===== src/hdl/cpu_pkg.sv =====
/*
 * cpu package
 * widths, opcodes, jump conditions, the two views of an instruction
 * word and the request/result structs shared by the 16-bit core
 */
package cpu_pkg;

    localparam int addr_w = 24;
    localparam int data_w = 16;
    localparam int nregs  = 8;
    localparam int rsel_w = $clog2(nregs);

    // 13 and 14 are spare and execute as a no-op
    typedef enum logic [3:0] {
        OP_LDI  = 4'h0,
        OP_LDHI = 4'h1,
        OP_MOV  = 4'h2,
        OP_ADD  = 4'h3,
        OP_SUB  = 4'h4,
        OP_AND  = 4'h5,
        OP_OR   = 4'h6,
        OP_XOR  = 4'h7,
        OP_LD   = 4'h8,
        OP_ST   = 4'h9,
        OP_STB  = 4'ha,
        OP_JR   = 4'hb,
        OP_DJNZ = 4'hc,
        OP_HALT = 4'hf
    } opcode_e;

    // codes 5 to 7 never jump
    typedef enum logic [2:0] {
        CC_T  = 3'd0,
        CC_Z  = 3'd1,
        CC_NZ = 3'd2,
        CC_C  = 3'd3,
        CC_NC = 3'd4
    } cond_e;

    // MOV, ALU ops, LD rd,(rs), ST/STB (rs) <- rd
    typedef struct packed {
        opcode_e     opcode;
        logic [2:0]  rd;
        logic [2:0]  rs;
        logic [5:0]  rsvd;
    } instr_rr_t;

    // LDI, LDHI, JR (rd holds the condition), DJNZ
    typedef struct packed {
        opcode_e     opcode;
        logic [2:0]  rd;
        logic        rsvd;
        logic [7:0]  imm;
    } instr_imm_t;

    typedef union packed {
        instr_rr_t  rr;
        instr_imm_t imm;
    } instr_u;

    typedef enum logic [2:0] {
        ALU_PASS = 3'd0,
        ALU_ADD  = 3'd1,
        ALU_SUB  = 3'd2,
        ALU_AND  = 3'd3,
        ALU_OR   = 3'd4,
        ALU_XOR  = 3'd5,
        ALU_DEC  = 3'd6
    } alu_op_e;

    typedef struct packed {
        logic [data_w-1:0] res;
        logic              zero;
        logic              carry;
    } alu_res_t;

    typedef struct packed {
        logic [addr_w-1:0] addr;
        logic [data_w-1:0] wdata;
        logic              rd;
        logic              wr;
        logic              byte_wr;
    } mem_req_t;

endpackage


===== src/hdl/cpu_alu.sv =====
/*
 * ALU
 * combinational 16-bit datapath for pass, add, sub, logic ops and
 * decrement, with zero and carry/borrow outputs
 */
`timescale 1ns/10ps

module cpu_alu (
    input  cpu_pkg::alu_op_e           op,
    input  logic [cpu_pkg::data_w-1:0] a,
    input  logic [cpu_pkg::data_w-1:0] b,
    output cpu_pkg::alu_res_t          res
);

    // one extra bit catches carry out and borrow
    logic [cpu_pkg::data_w:0] sum;
    logic [cpu_pkg::data_w:0] a_x;
    logic [cpu_pkg::data_w:0] b_x;

    assign a_x = {1'b0, a};
    assign b_x = {1'b0, b};

    always_comb begin
        case (op)
            cpu_pkg::ALU_ADD: sum = a_x + b_x;
            cpu_pkg::ALU_SUB: sum = a_x - b_x;
            cpu_pkg::ALU_AND: sum = a_x & b_x;
            cpu_pkg::ALU_OR:  sum = a_x | b_x;
            cpu_pkg::ALU_XOR: sum = a_x ^ b_x;
            // borrows only when a is zero
            cpu_pkg::ALU_DEC: sum = a_x - 1'b1;
            default:          sum = b_x;
        endcase
    end

    // logic ops keep bit 16 clear so C reads 0
    assign res.res   = sum[cpu_pkg::data_w-1:0];
    assign res.zero  = (sum[cpu_pkg::data_w-1:0] == '0);
    assign res.carry = sum[cpu_pkg::data_w];

    // decode in the sequencer must always settle to a known op
    always_comb begin
        assert (!$isunknown(op));
    end

endmodule


===== src/hdl/cpu_regs.sv =====
/*
 * register bank
 * eight 16-bit registers, the Z and C flags and a byte-wide
 * dump port for registers, program counter and flags
 */
`timescale 1ns/10ps

module cpu_regs (
    input  logic                       clk,
    input  logic                       arst_n,
    input  logic                       cen,
    input  logic [cpu_pkg::rsel_w-1:0] rd_sel,
    input  logic [cpu_pkg::rsel_w-1:0] rs_sel,
    output logic [cpu_pkg::data_w-1:0] rd_val,
    output logic [cpu_pkg::data_w-1:0] rs_val,
    input  logic                       wr_en,
    input  logic [cpu_pkg::rsel_w-1:0] wr_sel,
    input  logic [cpu_pkg::data_w-1:0] wr_val,
    input  logic                       flag_we,
    input  cpu_pkg::alu_res_t          alu_res,
    output logic                       flag_z,
    output logic                       flag_c,
    input  logic [cpu_pkg::data_w-1:0] pc,
    input  logic [7:0]                 dmp_addr,
    output logic [7:0]                 dmp_din
);

    logic [cpu_pkg::data_w-1:0] regs_q [cpu_pkg::nregs];
    logic [cpu_pkg::data_w-1:0] dmp_reg;

    always_ff @(posedge clk or negedge arst_n) begin
        if (!arst_n) begin
            for (int i = 0; i < cpu_pkg::nregs; i++) begin
                regs_q[i] <= '0;
            end
            flag_z <= 1'b0;
            flag_c <= 1'b0;
        end else if (cen) begin
            if (wr_en) begin
                regs_q[wr_sel] <= wr_val;
            end
            if (flag_we) begin
                flag_z <= alu_res.zero;
                flag_c <= alu_res.carry;
            end
        end
    end

    assign rd_val = regs_q[rd_sel];
    assign rs_val = regs_q[rs_sel];

    // dump map: 0-15 registers low byte first, 16-17 pc, 18 flags
    assign dmp_reg = regs_q[dmp_addr[cpu_pkg::rsel_w:1]];

    always_comb begin
        if (dmp_addr < 8'(2 * cpu_pkg::nregs)) begin
            dmp_din = dmp_addr[0] ? dmp_reg[15:8] : dmp_reg[7:0];
        end else begin
            case (dmp_addr)
                8'd16:   dmp_din = pc[7:0];
                8'd17:   dmp_din = pc[15:8];
                8'd18:   dmp_din = {6'd0, flag_c, flag_z};
                default: dmp_din = 8'h00;
            endcase
        end
    end

endmodule


===== src/hdl/cpu_memctl.sv =====
/*
 * memory controller
 * registers sequencer requests onto the RAM port, steers byte
 * stores to their lane and returns the word read back
 */
`timescale 1ns/10ps

module cpu_memctl (
    input  logic                       clk,
    input  logic                       arst_n,
    input  logic                       cen,
    input  cpu_pkg::mem_req_t          req,
    output logic [cpu_pkg::data_w-1:0] rdata,
    output logic [cpu_pkg::addr_w-1:0] ram_addr,
    input  logic [cpu_pkg::data_w-1:0] ram_dout,
    output logic [cpu_pkg::data_w-1:0] ram_din,
    output logic [1:0]                 ram_we
);

    logic                       rd_pend;
    logic [cpu_pkg::data_w-1:0] rdata_q;
    logic [1:0]                 lanes;

    // lane enables of the incoming request
    always_comb begin
        lanes = 2'b00;
        if (req.wr) begin
            if (!req.byte_wr) begin
                lanes = 2'b11;
            end else if (req.addr[0]) begin
                lanes = 2'b10;
            end else begin
                lanes = 2'b01;
            end
        end
    end

    always_ff @(posedge clk or negedge arst_n) begin
        if (!arst_n) begin
            ram_we  <= 2'b00;
            rd_pend <= 1'b0;
        end else if (cen) begin
            ram_we  <= lanes;
            rd_pend <= req.rd;
        end
    end

    always_ff @(posedge clk) begin
        if (cen && (req.rd || req.wr)) begin
            ram_addr <= {req.addr[cpu_pkg::addr_w-1:1], 1'b0};
        end
        // byte data goes out on both halves, ram_we picks the lane
        if (cen && req.wr) begin
            ram_din <= req.byte_wr ? {2{req.wdata[7:0]}} : req.wdata;
        end
        if (cen && rd_pend) begin
            rdata_q <= ram_dout;
        end
    end

    // live RAM word while the read is pending, the captured copy after it
    assign rdata = rd_pend ? ram_dout : rdata_q;

    // a store strobes the RAM for a single enabled cycle
    assert property (@(posedge clk) disable iff (!arst_n)
        cen && (ram_we != 2'b00) |=> ram_we == 2'b00);

    // sequencer never reads and writes at once
    assert property (@(posedge clk) disable iff (!arst_n)
        !(req.rd && req.wr));

endmodule


===== src/hdl/cpu_ctrl.sv =====
/*
 * instruction sequencer
 * fetch/decode/execute/wait phases, program counter, condition
 * test, ALU operand steering and register write control
 */
`timescale 1ns/10ps

module cpu_ctrl (
    input  logic                       clk,
    input  logic                       arst_n,
    input  logic                       cen,
    output cpu_pkg::mem_req_t          req,
    input  logic [cpu_pkg::data_w-1:0] rdata,
    output logic [cpu_pkg::rsel_w-1:0] rd_sel,
    output logic [cpu_pkg::rsel_w-1:0] rs_sel,
    input  logic [cpu_pkg::data_w-1:0] rd_val,
    input  logic [cpu_pkg::data_w-1:0] rs_val,
    output logic                       wr_en,
    output logic [cpu_pkg::rsel_w-1:0] wr_sel,
    output logic [cpu_pkg::data_w-1:0] wr_val,
    output logic                       flag_we,
    output cpu_pkg::alu_op_e           alu_op,
    output logic [cpu_pkg::data_w-1:0] alu_b,
    input  cpu_pkg::alu_res_t          alu_res,
    input  logic                       flag_z,
    input  logic                       flag_c,
    output logic [cpu_pkg::data_w-1:0] pc,
    output logic                       halted
);

    localparam int pad_w = cpu_pkg::addr_w - cpu_pkg::data_w;

    typedef enum logic [2:0] {S_FETCH, S_DECODE, S_EXEC, S_WAIT, S_HALT} phase_e;

    phase_e                     phase;
    cpu_pkg::instr_u            instr_q;
    cpu_pkg::instr_u            fetched;
    cpu_pkg::opcode_e           op;
    logic [cpu_pkg::data_w-1:0] simm;
    logic                       in_exec;
    logic                       writes_rd;
    logic                       sets_flags;
    logic                       cc_ok;
    logic                       jump;

    assign fetched = rdata;
    assign op      = instr_q.rr.opcode;
    assign simm    = {{(cpu_pkg::data_w-8){instr_q.imm.imm[7]}}, instr_q.imm.imm};
    assign in_exec = (phase == S_EXEC);
    assign halted  = (phase == S_HALT);
    assign rd_sel  = instr_q.rr.rd;
    assign rs_sel  = instr_q.rr.rs;
    assign wr_sel  = instr_q.rr.rd;

    // operand a is always rd so only b and the operation vary here
    always_comb begin
        alu_op     = cpu_pkg::ALU_PASS;
        alu_b      = rs_val;
        writes_rd  = 1'b0;
        sets_flags = 1'b0;
        case (op)
            cpu_pkg::OP_LDI: begin
                alu_b     = simm;
                writes_rd = 1'b1;
            end
            cpu_pkg::OP_LDHI: begin
                alu_b     = {instr_q.imm.imm, rd_val[7:0]};
                writes_rd = 1'b1;
            end
            cpu_pkg::OP_MOV:  writes_rd = 1'b1;
            cpu_pkg::OP_ADD:  alu_op = cpu_pkg::ALU_ADD;
            cpu_pkg::OP_SUB:  alu_op = cpu_pkg::ALU_SUB;
            cpu_pkg::OP_AND:  alu_op = cpu_pkg::ALU_AND;
            cpu_pkg::OP_OR:   alu_op = cpu_pkg::ALU_OR;
            cpu_pkg::OP_XOR:  alu_op = cpu_pkg::ALU_XOR;
            cpu_pkg::OP_DJNZ: alu_op = cpu_pkg::ALU_DEC;
            default: ;
        endcase
        if (alu_op != cpu_pkg::ALU_PASS) begin
            writes_rd  = 1'b1;
            sets_flags = 1'b1;
        end
    end

    // load data lands in WAIT and everything else in EXEC
    assign wr_en   = (in_exec && writes_rd) || (phase == S_WAIT);
    assign wr_val  = (phase == S_WAIT) ? rdata : alu_res.res;
    assign flag_we = in_exec && sets_flags;

    always_comb begin
        case (cpu_pkg::cond_e'(instr_q.imm.rd))
            cpu_pkg::CC_T:  cc_ok = 1'b1;
            cpu_pkg::CC_Z:  cc_ok = flag_z;
            cpu_pkg::CC_NZ: cc_ok = !flag_z;
            cpu_pkg::CC_C:  cc_ok = flag_c;
            cpu_pkg::CC_NC: cc_ok = !flag_c;
            default:        cc_ok = 1'b0;
        endcase
    end

    // DJNZ tests the decremented value rather than the old flag
    assign jump = in_exec && ((op == cpu_pkg::OP_JR && cc_ok) ||
                              (op == cpu_pkg::OP_DJNZ && !alu_res.zero));

    always_comb begin
        req         = '0;
        req.wdata   = rd_val;
        req.byte_wr = (op == cpu_pkg::OP_STB);
        if (phase == S_FETCH) begin
            req.addr = {{pad_w{1'b0}}, pc};
            req.rd   = cen;
        end else if (in_exec) begin
            req.addr = {{pad_w{1'b0}}, rs_val};
            req.rd   = cen && (op == cpu_pkg::OP_LD);
            req.wr   = cen && (op == cpu_pkg::OP_ST || op == cpu_pkg::OP_STB);
        end
    end

    always_ff @(posedge clk or negedge arst_n) begin
        if (!arst_n) begin
            phase   <= S_FETCH;
            pc      <= '0;
            instr_q <= '0;
        end else if (cen) begin
            case (phase)
                S_FETCH: phase <= S_DECODE;
                S_DECODE: begin
                    instr_q <= fetched;
                    pc      <= pc + 16'd2;
                    phase   <= (fetched.rr.opcode == cpu_pkg::OP_HALT) ? S_HALT : S_EXEC;
                end
                S_EXEC: begin
                    if (jump) begin
                        pc <= pc + {simm[cpu_pkg::data_w-2:0], 1'b0};
                    end
                    phase <= (op == cpu_pkg::OP_LD) ? S_WAIT : S_FETCH;
                end
                S_WAIT:  phase <= S_FETCH;
                default: phase <= S_HALT;
            endcase
        end
    end

    // register writes come from EXEC or from the WAIT that follows a load
    assert property (@(posedge clk) disable iff (!arst_n)
        wr_en |-> (phase == S_EXEC) || (phase == S_WAIT && op == cpu_pkg::OP_LD));

    // halt is sticky and the bus stays idle
    assert property (@(posedge clk) disable iff (!arst_n)
        halted |=> halted && !req.rd && !req.wr);

endmodule


===== src/hdl/cpu_top.sv =====
/*
 * 16-bit load/store core
 * sequencer, register bank, ALU and memory controller on a
 * single RAM port, with a byte-wide register dump
 */
`timescale 1ns/10ps

module cpu_top (
    input  logic                       clk,
    input  logic                       arst_n,
    input  logic                       cen,
    output logic [cpu_pkg::addr_w-1:0] ram_addr,
    input  logic [cpu_pkg::data_w-1:0] ram_dout,
    output logic [cpu_pkg::data_w-1:0] ram_din,
    output logic [1:0]                 ram_we,
    input  logic [7:0]                 dmp_addr,
    output logic [7:0]                 dmp_din,
    output logic                       halted
);

    cpu_pkg::mem_req_t          req;
    logic [cpu_pkg::data_w-1:0] rdata;
    logic [cpu_pkg::rsel_w-1:0] rd_sel;
    logic [cpu_pkg::rsel_w-1:0] rs_sel;
    logic [cpu_pkg::data_w-1:0] rd_val;
    logic [cpu_pkg::data_w-1:0] rs_val;
    logic                       wr_en;
    logic [cpu_pkg::rsel_w-1:0] wr_sel;
    logic [cpu_pkg::data_w-1:0] wr_val;
    logic                       flag_we;
    cpu_pkg::alu_op_e           alu_op;
    logic [cpu_pkg::data_w-1:0] alu_b;
    cpu_pkg::alu_res_t          alu_res;
    logic                       flag_z;
    logic                       flag_c;
    logic [cpu_pkg::data_w-1:0] pc;

    // ports and nets share names
    cpu_ctrl u_ctrl (.*);

    cpu_regs u_regs (.*);

    // operand a is always the rd register
    cpu_alu u_alu (
        .op     ( alu_op  ),
        .a      ( rd_val  ),
        .b      ( alu_b   ),
        .res    ( alu_res )
    );

    cpu_memctl u_memctl (.*);

endmodule


===== config.mk =====
export PLATFORM = sky130hd
export DESIGN_NAME = cpu_top
export DESIGN_NICKNAME = d
export VERILOG_FILES = /design/src/hdl/cpu_pkg.sv /design/src/hdl/cpu_alu.sv /design/src/hdl/cpu_regs.sv /design/src/hdl/cpu_memctl.sv /design/src/hdl/cpu_ctrl.sv /design/src/hdl/cpu_top.sv
export SDC_FILE = /design/constraint.sdc
export NUM_CORES = 1
export LEC_CHECK = 0
export ABC_AREA = 1
export BUFFER_PORTS_ARGS = -buffer_cell sky130_fd_sc_hd__buf_2
export CORE_AREA = 4 4 131 259
export CTS_BUF_LIST = sky130_fd_sc_hd__clkbuf_4 sky130_fd_sc_hd__clkbuf_8
export CTS_CLUSTER_DIAMETER = 200
export DETAILED_ROUTE_END_ITERATION = 8
export DIE_AREA = 0 0 135 263
export GPL_TIMING_DRIVEN = 0
export PLACE_DENSITY_LB_ADDON = 0.12
export SYNTH_ARGS = -nofsm -noshare
export SYNTH_HDL_FRONTEND = slang
export SYNTH_SLANG_ARGS = --single-unit

===== constraint.sdc =====
create_clock -name clk -period 5.4 [get_ports clk]
set_input_delay 0.27 -clock clk [delete_from_list [all_inputs] [get_ports clk]]
set_output_delay 0.27 -clock clk [all_outputs]
set_load 0.03 [all_outputs]

Word-level counts from Yosys, hierarchy flattened. Index checks and enable logic that the tools add are counted.

Register bits after elaboration: 223. Latch bits: 0. RAM bits: 0. ROM bits: 0. Bits of input ports: 27. Output and inout port bits: 51. Word-level logic and storage cells: 133. Memories kept: 0.

$add $sub $neg: 5. Multipliers: 0. Divide/modulo/power cells: 0. Magnitude comparators: 5. Eq/ne operators: 31. Shift-type cells: 0. Multiplexer cells: 38. Bitwise gates (word level): 6. Reductions and logical operators: 29.

Operators with widths (number): $mux 16 (13); $bmux 16 s3 (3); $bwmux 128 (1); $pmux 17 s6 (1); $pmux 16 s2 (2); $demux 16 s3 (1); $eq 4x4->1 const B (6); $eq 8x5->1 const B (3); $pmux 8 s3 (1); $eq 3x2->1 const B (6); $pmux 3 s6 (1); $add 16x16->17 (1); $sub 16x1->17 const B (1); $sub 16x16->17 (1); $add 16x16->16 (1); $add 16x2->16 const B (1); $and 16x16->16 (1); $eq 4x3->1 const B (4); $logic_not 16->1 (1); $mux 8 (2); $or 16x16->16 (1); $xor 16x16->16 (1); $eq 3x3->1 const B (5); $ge 4x4->1 const B (3); 22 further kinds (53).

Logic depth before layout (Yosys ltp). Gate-level depths: netlist of the first run.

Word-level depth: 14. Gate-level depth with buffers: 39. Depth with buffers taken out: 36.

Hierarchy. From an unflattened synthesis of the first run, not the netlist that was laid out.

Cell total of the unflattened synthesis: 2450. Area, all modules: 16519.6 µm².

By module, submodules not included: cpu_regs (instances 1, cells an instance 1299, area each 8582.0 µm², sequential area each 3253.1 µm²); cpu_ctrl (instances 1, cells an instance 502, area each 3241.9 µm², sequential area each 850.8 µm²); cpu_alu (instances 1, cells an instance 494, area each 2534.9 µm², sequential area each 0.0 µm²); cpu_memctl (instances 1, cells an instance 155, area each 2160.8 µm², sequential area each 1726.7 µm²).

Worst setup path after synthesis of the first run. Ideal clock, no wire load.

Path type: register -> register. Start point: reg u_ctrl.instr_q[9] (netlist bit). End point: reg u_ctrl.pc[12] (netlist bit). Setup time: 117 ps. Data arrival time: 3858 ps. Data required time: 5283 ps. Setup slack: 1425 ps. Stages on the path, launching flop included: 33. Buffers on the path: 3. Period minus slack after synthesis: 3975 ps. Cell sequence: dfrtp_1 buf_4 nand2_1 buf_2 inv_1 a22oi_1 nand3_1 nand3_1 nand3_2 inv_1 ha_1 nand2_1 nor2_1 a21oi_1 o31a_1 ha_1 nand2_1 nor3_1 and2_1 nand2_1 nand2_1 nand2_1 nand3_1 nand2_1 nor2_1 nand2_1 nor2_1 nand2_1 nand2_2 nand2_4 buf_2 nand3_1 nand2_1.

Longest elaborated chain between the ends: 14. Elaborated cells on any way between the ends: 26. Classes of those cells: add/sub: 3; eq/ne: 5; mux: 6; bitwise: 4; reduce/logical: 8.

RTL lines: from (decl) (RTL line cpu_ctrl.sv:36) `cpu_pkg::instr_u instr_q;`; from (signal assigned) (RTL line cpu_ctrl.sv:128) `instr_q <= fetched;`; $not 3->4 (not written as such) (RTL line cpu_regs.sv:49) `assign rd_val = regs_q[rd_sel];`; $bmux 16 s3 (RTL line cpu_regs.sv:49); $mux 16 (not written as such) (2 in series) (RTL line cpu_regs.sv:49); $pmux 16 s2 (RTL line cpu_ctrl.sv:61) `case (op)`; $sub 16x16->17, or another cell as far along (RTL line cpu_alu.sv:26) `cpu_pkg::ALU_SUB: sum = a_x - b_x;`; $pmux 17 s6 (RTL line cpu_alu.sv:24) `case (op)`; $logic_not 16->1 (RTL line cpu_alu.sv:38) `assign res.zero = (sum[cpu_pkg::data_w-1:0] == '0);`; $logic_not 1->1 (RTL line cpu_ctrl.sv:103) `(op == cpu_pkg::OP_DJNZ && !alu_res.zero));`; $logic_and 1x1->1 (RTL line cpu_ctrl.sv:103); $logic_or 1x1->1 (*) (RTL line cpu_ctrl.sv:102) `assign jump = in_exec && ((op == cpu_pkg::OP_JR && cc_ok) ||`; $logic_and 1x1->1 (*) (RTL line cpu_ctrl.sv:102); $ne 2x2->1 (no source line) (*); $reduce_and 3->1 (no source line) (*); to (signal assigned) (RTL line cpu_ctrl.sv:129) `pc <= pc + 16'd2;`; to (signal assigned) (RTL line cpu_ctrl.sv:134) `pc <= pc + {simm[cpu_pkg::data_w-2:0], 1'b0};`; to (decl) (RTL line cpu_ctrl.sv:27) `output logic [cpu_pkg::data_w-1:0] pc,`.

Every way passes the cells marked *; elsewhere a longest branch is shown, timed or not. The select of a mux whose other input is x is not followed. A chain may end at the register's enable or synchronous reset.

Worst setup path after layout of the first run.
Start point: reg u_ctrl.instr_q[8] (netlist bit). End point: reg u_ctrl.pc[8] (netlist bit).

Longest elaborated chain between the ends: 14. Elaborated cells on any way between the ends: 18. Classes of those cells: add/sub: 2; eq/ne: 1; mux: 5; bitwise: 4; reduce/logical: 6.

RTL lines: $not 3->4 (not written as such) (*) (RTL line cpu_regs.sv:50) `assign rs_val = regs_q[rs_sel];`; $bmux 16 s3 (*) (RTL line cpu_regs.sv:50); $mux 16 (not written as such) (*) (2 in series) (RTL line cpu_regs.sv:50); $pmux 16 s2 (*) (RTL line cpu_ctrl.sv:61); $sub 16x16->17, or another cell as far along (RTL line cpu_alu.sv:26); $pmux 17 s6 (*) (RTL line cpu_alu.sv:24); $logic_not 16->1 (*) (RTL line cpu_alu.sv:38); $logic_not 1->1 (*) (RTL line cpu_ctrl.sv:103); $logic_and 1x1->1 (*) (RTL line cpu_ctrl.sv:103); $logic_or 1x1->1 (*) (RTL line cpu_ctrl.sv:102); $logic_and 1x1->1 (*) (RTL line cpu_ctrl.sv:102); $ne 2x2->1 (no source line) (*); $reduce_and 3->1 (no source line) (*).

Marks and branches as above.

==> results of run 1 <==
synthesized netlist by cell type, drive strengths merged (13+ instances only):
cell type	n	area, sq um
nor2	159	631.8
o21ai	290	1451
buf	51	359.1
edfxtp	47	1411
inv	250	940.9
clkbuf	69	259.0
o211ai	34	255.2
dfrtp	167	4179
ha	64	800.8
nand3	177	920.9
nor3	13	70.07
nand2	623	2401
a21oi	108	540.5
o221ai	15	131.4
o22ai	13	81.33
layout by cell type (no fill, tap or decap), types with 7 or more instances in the layout:
cell type	synthesis	layout
dfrtp_1	167	167
nand2_2	19	24
nand4_1	10	10
nand2_1	602	597
o21ai_0	286	273
o211ai_1	34	34
ha_1	64	60
buf_2	20	78
dlygate4sd3_1	0	17
nor2_2	5	7
clkbuf_1	69	64
a22oi_1	9	9
o2111ai_1	7	7
clkbuf_8	0	41
nand3_1	170	168
o31ai_1	9	9
o21ai_1	4	14
nand3_2	7	9
inv_1	237	234
o22ai_1	13	13
edfxtp_1	47	47
clkbuf_4	0	13
buf_4	17	25
mux2i_1	12	12
xor2_1	11	11
buf_6	9	9
inv_2	12	13
a21oi_1	108	105
nor2_1	151	147
nor3_1	12	10
conb_1	1	9
o221ai_1	15	15
layout make-up:
cell class / instances / area, sq um / share of cell area
Antenna cell: 3 / 7.507 / 0.0004281
Buffer: 120 / 654.4 / 0.03732
Clock buffer: 50 / 631.9 / 0.03604
Clock inverter: 14 / 175.2 / 0.009990
Inverter: 251 / 952.2 / 0.05430
Multi-Input combinational cell: 1625 / 8416 / 0.4799
Sequential cell: 214 / 5590 / 0.3188
Tap cell: 427 / 534.3 / 0.03047
Timing Repair Buffer: 89 / 573.1 / 0.03268
sequential cells by signal, summed over array words and instances (netlist names):
name / cells
u_memctl.rdata_q: 16
u_regs.flag_c: 1
u_memctl.ram_din: 16
u_memctl.rd_pend: 1
u_ctrl.instr_q: 16
u_memctl.ram_we: 2
u_regs.flag_z: 1
u_regs.regs_q: 128
u_memctl.ram_addr: 15
u_ctrl.phase: 3
u_ctrl.pc: 15
final timing paths:
| path | startpoint | to | slack [ps] | cells past startpoint |
|---|---|---|---|---|
| min in group asynchronous | arst_n | u_regs.regs_q[121] | 230 | 2 |
| max in group asynchronous | arst_n | u_regs.regs_q[20] | 4160 | 3 |
| min reg2reg | u_ctrl.pc[15] | u_ctrl.pc[15] | 480 | 2 |
| max reg2reg | u_ctrl.instr_q[8] | u_ctrl.pc[8] | 130 | 33 |
| max | u_ctrl.instr_q[8] | u_ctrl.pc[8] | 130 | 33 |
| min | cen | u_memctl.rd_pend | 150 | 2 |
routing by layer:
layer	up-vias	GRT usage	part of all wire
met1	7991	0.4147	0.30
li1	7579	-	-
met5	-	0	0.00017
met2	1101	0.7113	0.48
met4	2	0.4451	0.13
met3	477	0.08948	0.083
per-stage QoR:
step	setup TNS, ps	std cells	power, mW
2_1_floorplan	0	2210	1.780
3_3_place_gp	-37900	2703	1.878
3_5_place_dp	-25090	2707	1.883
4_1_cts	0	2789	3.565
5_1_grt	0	2791	3.651
6_report	0	2793	3.566
worst register-to-register path, delay by kind of cell, from the launching register on:
family	cells	cell delay, ps
adders and majority gates	1	430
buffers and inverters	5	1080
DFF	1	320
and+or+nand+nor	27	3350
power groups by stage:
stage / clock network [mW] / logic, mW / registers (mW)
finish: 1.69 / 0.225 / 1.65
global placement: 0 / 0.198 / 1.68
detailed placement: 0 / 0.203 / 1.68
global route: 1.77 / 0.236 / 1.65
floorplan: 0 / 0.100 / 1.68
CTS: 1.70 / 0.214 / 1.65
kinds of logic (layout without fill, tap and decap cells):
logic type,after synthesis,in the layout,synth area share
AOI/OAI and AO/OA,522,522,0.1924
xor gates and xnor gates,16,16,0.009077
adders and majority gates,66,66,0.05447
buffers and inverters,371,524,0.1012
DFF,214,214,0.3621
muxes,13,13,0.008511
other,1,12,0.0002429
and+or+nand+nor,999,999,0.2719
repair_timing:
item,4_1_cts,5_1_grt
hold buffers,17,0
pin swaps,0,2
endpoints found under the hold margin,81,0
buffers inserted,1,1
gates resized for setup,26,33
setup endpoints to repair,72,78
==> results.json, run 1 <==
{
  "setup_violations": 0,
  "power_density_mw_per_mm2": 203.4,
  "ys_warn_count": 0,
  "grt_pass1_vias": 16630,
  "timing.final.crit_share": 0.9757,
  "ctsLongestPathBuffers": 3,
  "layout_setup_ws_ps": 131.5,
  "fmax_ghz": 0.1898,
  "cp_max_fo": 10,
  "avgSynthCellArea_sq_um": 7.011,
  "utilization": 0.5480,
  "pin_count": 78,
  "violations": "capacitance limit, slew limit",
  "cp-start-kind": "flop",
  "via_per_inst": 6.140,
  "cts.sinks": 214,
  "intPower_mw": 2.662,
  "max_slew_margin": -0.001374,
  "dp_hpwl_um": 58550,
  "root_buffer": "clkbuf_8",
  "cp.required_ps": 5910,
  "p_clk_frac": 0.474,
  "drive_above_1_share": 0.1134,
  "grt_antenna_before_repair": 4,
  "fin_nets": 2430,
  "fin_skew_ps": 36.78,
  "grt_max_degree": 103,
  "rsz0062_at_grt": "no",
  "tightest_slew_ps": 1486,
  "status": "finished, violations left",
  "synth_area_sq_mm": 0.01544,
  "synth_top_flop_cell": "dfrtp_1",
  "die_w_um": 135,
  "clkTransAtPathRegs_ps": 70,
  "layout_min_cycle_time_ps": 5269,
  "cpPeakStageDelay_ps": 460,
  "final_max_slew_viol_count": 1,
  "fill_cells": 3195,
  "report.final.hold_viol_count": 0,
  "synth_seq_cells": 214,
  "grt_pass1_wl_um": 109200,
  "holdCritPathClass": "input port to flop",
  "cts_buffers": 36,
  "final_cell_area_sq_mm": 0.01753,
  "async_flop_share": 0.7804,
  "dp_slack_ps": -649.5,
  "placed_area_sq_mm": 0.01639,
  "fin_hold_ws_ps": 152.6,
  "coreArea_sq_mm": 0.03200,
  "crit_buf_inv": 5,
  "vias": 17150,
  "cts_tree": "built",
  "gr-total-overflow": 0,
  "synth_edf_count": 47,
  "wl_um": 77310,
  "ant_nets": 0,
  "rows": 93,
  "routabilityCongestion": 1.150,
  "post_drt_wl_per_cell_um": 27.68,
  "drt_iter0_drc": 1809,
  "ys_seq_area_frac": 0.3621,
  "drt-pass1-iter-count": 8,
  "yosysUniqueCellTypes": 56,
  "critPathKind": "flop to flop",
  "arrival_ps": 5780,
  "swShare": 0.2534,
  "slowest_stage": "clkbuf_2",
  "die_h_um": 263,
  "drcViolationCount": 0,
  "p_leak_nw": 8.123,
  "p_seq_frac": 0.462,
  "crit_path_end_kind": "flop",
  "grt_usage": 0.4270,
  "areaGrowthSynthToFinish_pct": 13.58,
  "port-buffer-count": 66,
  "postSynthCellCount": 2202,
  "start_util": 0.4824,
  "ir_drop_mv": 0.1683,
  "die_area_sq_mm": 0.03551,
  "path_common_cell": "nand2_1",
  "share_comb_of_total_power": 0.063,
  "clkLatencyLatePin_ps": 580,
  "h-tree-depth": 2,
  "power_switching_mw": 0.9037,
  "critical-path-top-delay-family": "simple AND/OR/NAND/NOR gates",
  "max_cap_viol_count": 1
}
Note: power is estimated with default switching activity, not from simulation.
==> run 2: changes to the inputs <==
--- a/config.mk
+++ b/config.mk
@@ -7,13 +7,16 @@
 export LEC_CHECK = 0
 export ABC_AREA = 1
 export BUFFER_PORTS_ARGS = -buffer_cell sky130_fd_sc_hd__buf_2
-export CORE_AREA = 4 4 131 259
+export CELL_PAD_IN_SITES_DETAIL_PLACEMENT = 1
+export CELL_PAD_IN_SITES_GLOBAL_PLACEMENT = 2
+export CORE_AREA = 4 4 150 296
 export CTS_BUF_LIST = sky130_fd_sc_hd__clkbuf_4 sky130_fd_sc_hd__clkbuf_8
 export CTS_CLUSTER_DIAMETER = 200
 export DETAILED_ROUTE_END_ITERATION = 8
-export DIE_AREA = 0 0 135 263
+export DIE_AREA = 0 0 154 300
 export GPL_TIMING_DRIVEN = 0
 export PLACE_DENSITY_LB_ADDON = 0.12
+export SETUP_SLACK_MARGIN = 0.1
 export SYNTH_ARGS = -nofsm -noshare
 export SYNTH_HDL_FRONTEND = slang
 export SYNTH_SLANG_ARGS = --single-unit
==> run 2 against run 1 <==
The run now ends clean. Design area rose by 2.5%. Largest cell class unchanged. Utilization decreased by 12 points. First-iteration DRC count fell by 31%. Power grew 1.4%. Maximum frequency grew 1.1%. Routed wire length up 14%. Non-clock buffer count is 9 higher.
==> results.json, run 2 (synthesis results as in run 1) <==
{
  "start_util": 0.3672,
  "areaGrowthSynthToFinish_pct": 16.48,
  "post_drt_wl_per_cell_um": 30.34,
  "fmax_ghz": 0.1919,
  "cts_tree": "built",
  "clkLatencyLatePin_ps": 590,
  "die_area_sq_mm": 0.04620,
  "crit_buf_inv": 7,
  "crit_path_end_kind": "flop",
  "status": "finished, final reports clean",
  "final_max_slew_viol_count": 0,
  "fin_skew_ps": 38.05,
  "drive_above_1_share": 0.1287,
  "tightest_slew_ps": 1336,
  "dr_wl_met2_um": 44040,
  "rows": 106,
  "port-buffer-count": 66,
  "grt_antenna_before_repair": 2,
  "h-tree-depth": 2,
  "route.met3.wl_um": 4671,
  "cp.required_ps": 5870,
  "largest_reg_flops": 128,
  "critical-path-top-delay-family": "simple AND/OR/NAND/NOR gates",
  "holdCritPathClass": "input port to asynchronous set/reset pin",
  "die_h_um": 300,
  "max_cap_viol_count": 0,
  "wl_met1_um": 28070,
  "ctsLongestPathBuffers": 3,
  "cp_max_fo": 10,
  "grt_pass1_vias": 18000,
  "r2r-start": "u_ctrl.instr_q[9]",
  "drcViolationCount": 0,
  "fin_hold_ws_ps": 240.0,
  "arrival_ps": 5680,
  "top_register": "u_regs.regs_q",
  "cp-start-kind": "flop",
  "routabilityCongestion": 1.012,
  "timing.final.crit_share": 0.9649,
  "layout_common_cells": "nand2_1, o21ai_0, inv_1, dfrtp_1, nand3_1",
  "cts.sinks": 214,
  "wl_um": 88390,
  "slowest_stage": "o21ai_0",
  "gr-total-overflow": 0,
  "setup_violations": 0,
  "top_layer": "met4",
  "via_per_inst": 5.902,
  "pin_count": 78,
  "die_w_um": 154,
  "place_inst": 2820,
  "ir_drop_mv": 0.1956,
  "root_buffer": "clkbuf_8",
  "fin_nets": 2439,
  "final_common_cell": "nand2_1",
  "drt_iter0_drc": 1245,
  "grt_usage": 0.3748,
  "dp_hpwl_um": 68810,
  "crit_path_start": "u_ctrl.instr_q[9]",
  "ant_nets": 0,
  "p_leak_nw": 8.251,
  "rsz0062_at_grt": "yes",
  "layout_min_cycle_time_ps": 5210,
  "seq_area_sq_mm": 0.005592,
  "grt_max_degree": 106,
  "cts_buffers": 36,
  "path_common_cell": "nand2_1",
  "clkTransAtPathRegs_ps": 70,
  "vias": 17190,
  "power_density_mw_per_mm2": 201.0,
  "fill_cells": 5381,
  "r2r_end": "u_ctrl.pc[9]",
  "coreArea_sq_mm": 0.04204,
  "final_cells": 2913,
  "r2r_slack_ps": 190,
  "critPathKind": "flop to flop",
  "max_slew_margin": 0.1059,
  "multiInputGateArea_sq_mm": 0.008576,
  "grt_pass1_wl_um": 124800,
  "drt-pass1-iter-count": 5,
  "cpPeakStageDelay_ps": 1010,
  "report.final.hold_viol_count": 0,
  "r2r_cells": 29
}
-- run 2: changes by cell type in the layout (fill, tap and decap cells not counted), sizes merged --
| cell | delta |
|---|---|
| clkbuf | -1 |
| clkinv | -1 |
| buf | +10 |
| clkinvlp | -2 |
| dlygate4sd3 | +1 |
-- run 2: metal layers --
| layer | track usage | up-vias |
|---|---|---|
| li1 | - | 7608 |
| met1 | 0.3600 | 8410 |
| met2 | 0.6600 | 797 |
| met3 | 0.05099 | 378 |
| met4 | 0.3793 | 0 |
| met5 | 0 | - |
-- run 2: what timing repair did --
item	4_1_cts	5_1_grt
buffers inserted	3	7
pin swaps	3	9
endpoints found under the hold margin	79	0
hold buffers	18	0
setup endpoints to repair	105	87
resized for setup	54	69
-- run 2: worst max-delay path by stage --
| stage | end | slack, ps | depth (start not counted) |
|---|---|---|---|
| 2_1_floorplan | u_ctrl.pc[12] | 1420 | 32 |
| 3_3_place_gp | u_regs.regs_q[123] | -1190 | 21 |
| 3_5_place_dp | u_regs.regs_q[62] | -1110 | 23 |
| 4_1_cts | u_ctrl.pc[11] | 110 | 36 |
| 5_1_grt | u_ctrl.pc[11] | 30 | 35 |
| 6_report | u_ctrl.pc[9] | 190 | 29 |
-- run 2: stage by stage --
stage	setup WS, ps	TNS, ps	util	power [mW]	instance area [sq um]
5_1_grt	30.73	0	0.4276	3.712	17980
3_3_place_gp	-1191	-85750	0.3918	1.884	16470
2_1_floorplan	1425	0	-	1.780	15470
3_5_place_dp	-1112	-57200	0.3933	1.890	16530
6_report	189.8	0	0.4277	3.614	17980
4_1_cts	108.6	0	0.4208	3.621	17690
-- run 2: area by class of cell --
cell class,instances,share of cell area
Multi-Input combinational cell,1625,0.4769
Clock buffer,51,0.03591
Clock inverter,11,0.008907
Buffer,120,0.04029
Timing Repair Buffer,98,0.03591
Inverter,251,0.05309
Tap cell,540,0.03758
Sequential cell,214,0.3110
Antenna cell,3,0.0004175
-- run 2: worst register-to-register path, delay by kind of cell, from the launching register on --
kind                     cells  cell delay (ps)
AO/OA/AOI/OAI                2             1250
buffers and inverters        7             1300
flip-flops                   1              360
AND/OR/NAND/NOR             19             1760
adder cells (fa/ha/maj)      1              430
-- run 2: report_power, final --
group / internal [mW] / switching [mW] / leakage (nW) / total, mW
clock: 0.964 / 0.767 / 0.421 / 1.73
sequential: 1.65 / 0.000394 / 2.78 / 1.65
combinational: 0.0632 / 0.171 / 5.05 / 0.235
==> run 3: changes to the inputs <==
--- a/config.mk
+++ b/config.mk
@@ -9,11 +9,11 @@
 export BUFFER_PORTS_ARGS = -buffer_cell sky130_fd_sc_hd__buf_2
 export CELL_PAD_IN_SITES_DETAIL_PLACEMENT = 1
 export CELL_PAD_IN_SITES_GLOBAL_PLACEMENT = 2
-export CORE_AREA = 4 4 150 296
+export CORE_AREA = 4 4 188 236
 export CTS_BUF_LIST = sky130_fd_sc_hd__clkbuf_4 sky130_fd_sc_hd__clkbuf_8
 export CTS_CLUSTER_DIAMETER = 200
 export DETAILED_ROUTE_END_ITERATION = 8
-export DIE_AREA = 0 0 154 300
+export DIE_AREA = 0 0 192 240
 export GPL_TIMING_DRIVEN = 0
 export PLACE_DENSITY_LB_ADDON = 0.12
 export SETUP_SLACK_MARGIN = 0.1
==> run 3 against run 2 <==
Setup slack gained 120 ps. Clock power grew 5%. Clock skew shrank 8.7 ps. Critical endpoint is now u_ctrl.pc[12]. Largest cell class unchanged. Die area shrank 0.26%.
==> results.json, run 3 (synthesis results as in run 1) <==
{
  "status": "finished, final reports clean",
  "gr-total-overflow": 0,
  "largest_reg_flops": 128,
  "drt-pass1-iter-count": 6,
  "pin_count": 78,
  "arrival_ps": 5550,
  "dp_hpwl_um": 61250,
  "power_switching_mw": 0.9473,
  "cp_max_fo": 10,
  "ant_nets": 0,
  "grt_pass1_vias": 17340,
  "drt_iter0_drc": 1343,
  "share_comb_of_total_power": 0.061,
  "rows": 84,
  "areaGrowthSynthToFinish_pct": 16.65,
  "timing.final.crit_share": 0.9423,
  "rsz0062_at_grt": "no",
  "final_common_cell": "nand2_1",
  "die_h_um": 240,
  "coreArea_sq_mm": 0.04194,
  "cpPeakStageDelay_ps": 360,
  "h-tree-depth": 2,
  "drive_above_1_share": 0.1289,
  "fmax_ghz": 0.1965,
  "p_seq_frac": 0.447,
  "clkTransAtPathRegs_ps": 60,
  "finalPower_mw": 3.686,
  "ir_drop_mv": 0.1603,
  "wl_um": 80740,
  "power_density_mw_per_mm2": 204.7,
  "clkLatencyLatePin_ps": 590,
  "crit_path_end_kind": "flop",
  "cp.required_ps": 5860,
  "via_per_inst": 5.739,
  "grt_pass1_wl_um": 115300,
  "max_cap_viol_count": 0,
  "layout_common_cells": "nand2_1, o21ai_0, inv_1, dfrtp_1, nand3_1",
  "top_register": "u_regs.regs_q",
  "vias": 16840,
  "final_cells": 2935,
  "setup_violations": 0,
  "grt_max_degree": 92,
  "fin_nets": 2439,
  "fin_skew_ps": 29.36,
  "swShare": 0.2570,
  "grt_usage": 0.3443,
  "cts.sinks": 214,
  "p_leak_nw": 8.254,
  "layout_setup_ws_ps": 311.7,
  "max_slew_margin": 0.1484,
  "drcViolationCount": 0,
  "fin_tns_setup_ps": 0,
  "holdCritPathClass": "input port to flop",
  "place_inst": 2837,
  "placed_area_sq_mm": 0.01654,
  "final_cell_area_sq_mm": 0.01801,
  "ctsLongestPathBuffers": 3,
  "intPower_mw": 2.738,
  "post_drt_wl_per_cell_um": 27.51,
  "layout_min_cycle_time_ps": 5088,
  "cp-start-kind": "flop",
  "tightest_slew_ps": 1266,
  "slowest_stage": "dfrtp_1",
  "cts_tree": "built",
  "report.final.hold_viol_count": 0,
  "die_w_um": 192,
  "grt_antenna_before_repair": 1,
  "root_buffer": "clkbuf_8",
  "dp_slack_ps": -824.8,
  "path_common_cell": "nand2_1",
  "p_clk_frac": 0.491,
  "routabilityCongestion": 0.9831,
  "port-buffer-count": 66,
  "critPathKind": "flop to flop",
  "cts_buffers": 41,
  "start_util": 0.3681,
  "die_area_sq_mm": 0.04608,
  "final_max_slew_viol_count": 0
}
-- run 3: cell count changes in the layout (fill, tap and decap cells not counted), moves of 5 or more --
cell / previous run / this run
clkbuf_4: 14 / 20
clkbuf_8: 42 / 47
nand2_1: 587 / 593
nor2_1: 141 / 146
o21ai_1: 23 / 18
o21ai_2: 0 / 5
-- run 3: power by group through the flow --
stage / clock network (mW) / registers (mW) / logic (mW)
after floorplan: 0 / 1.68 / 0.100
after global placement: 0 / 1.68 / 0.197
after detailed placement: 0 / 1.68 / 0.204
after CTS: 1.81 / 1.65 / 0.215
after global routing: 1.89 / 1.65 / 0.241
final: 1.81 / 1.65 / 0.225
-- run 3: repair_timing --
action	in CTS	in global routing
endpoints found under the hold margin	92	0
buffers inserted	1	7
endpoints found under the setup margin	89	94
gates cloned	0	0
hold buffers	17	0
pin swaps	0	8
gates resized for setup	37	85
-- run 3: final timing paths --
path	start	endpoint	slack [ps]	cells past startpoint
setup / recovery	u_ctrl.instr_q[8]	u_ctrl.pc[12]	310	34
hold / removal	cen	u_ctrl.phase[0]	130	2
setup reg to reg	u_ctrl.instr_q[8]	u_ctrl.pc[12]	310	34
hold reg to reg	u_regs.regs_q[40]	u_regs.regs_q[40]	480	2
max in group asynchronous	arst_n	u_regs.regs_q[81]	4200	3
min in group asynchronous	arst_n	u_regs.regs_q[93]	260	2
-- run 3: cell type report --
cell class / count / area (sq um)
repair buffers: 93 / 605.6
fillers: 5387 / 23930
clock buffers: 60 / 744.5
well taps: 559 / 699.4
diodes: 2 / 5.005
inverters: 251 / 952.2
clock inverters: 11 / 127.6
plain buffers: 120 / 720.7
flip-flops and latches: 214 / 5594
multi-input cells: 1625 / 8558
-- run 3: layer usage --
layer,GRT usage,routed length (um),vias to the layer above
met5,0,0,-
met4,0.2706,7678,0
met3,0.05446,4374,280
met2,0.5851,39090,636
met1,0.3820,29600,8313
li1,-,-,7615
-- run 3: per-stage QoR --
stage / util / hold WS (ps)
floorplan: - / -25.59
global placement: 0.3934 / 460.7
detailed placement: 0.3945 / 320.7
CTS: 0.4212 / 112.7
global route: 0.4293 / 121.7
finish: 0.4294 / 131.3
-- run 3: worst max-delay path: cells and delay by family (launching register included) --
family,cells,cell delay [ps]
compound gates,3,470
fa+ha+maj,1,230
buf+inv,6,1060
flops,1,360
simple gates,24,2850
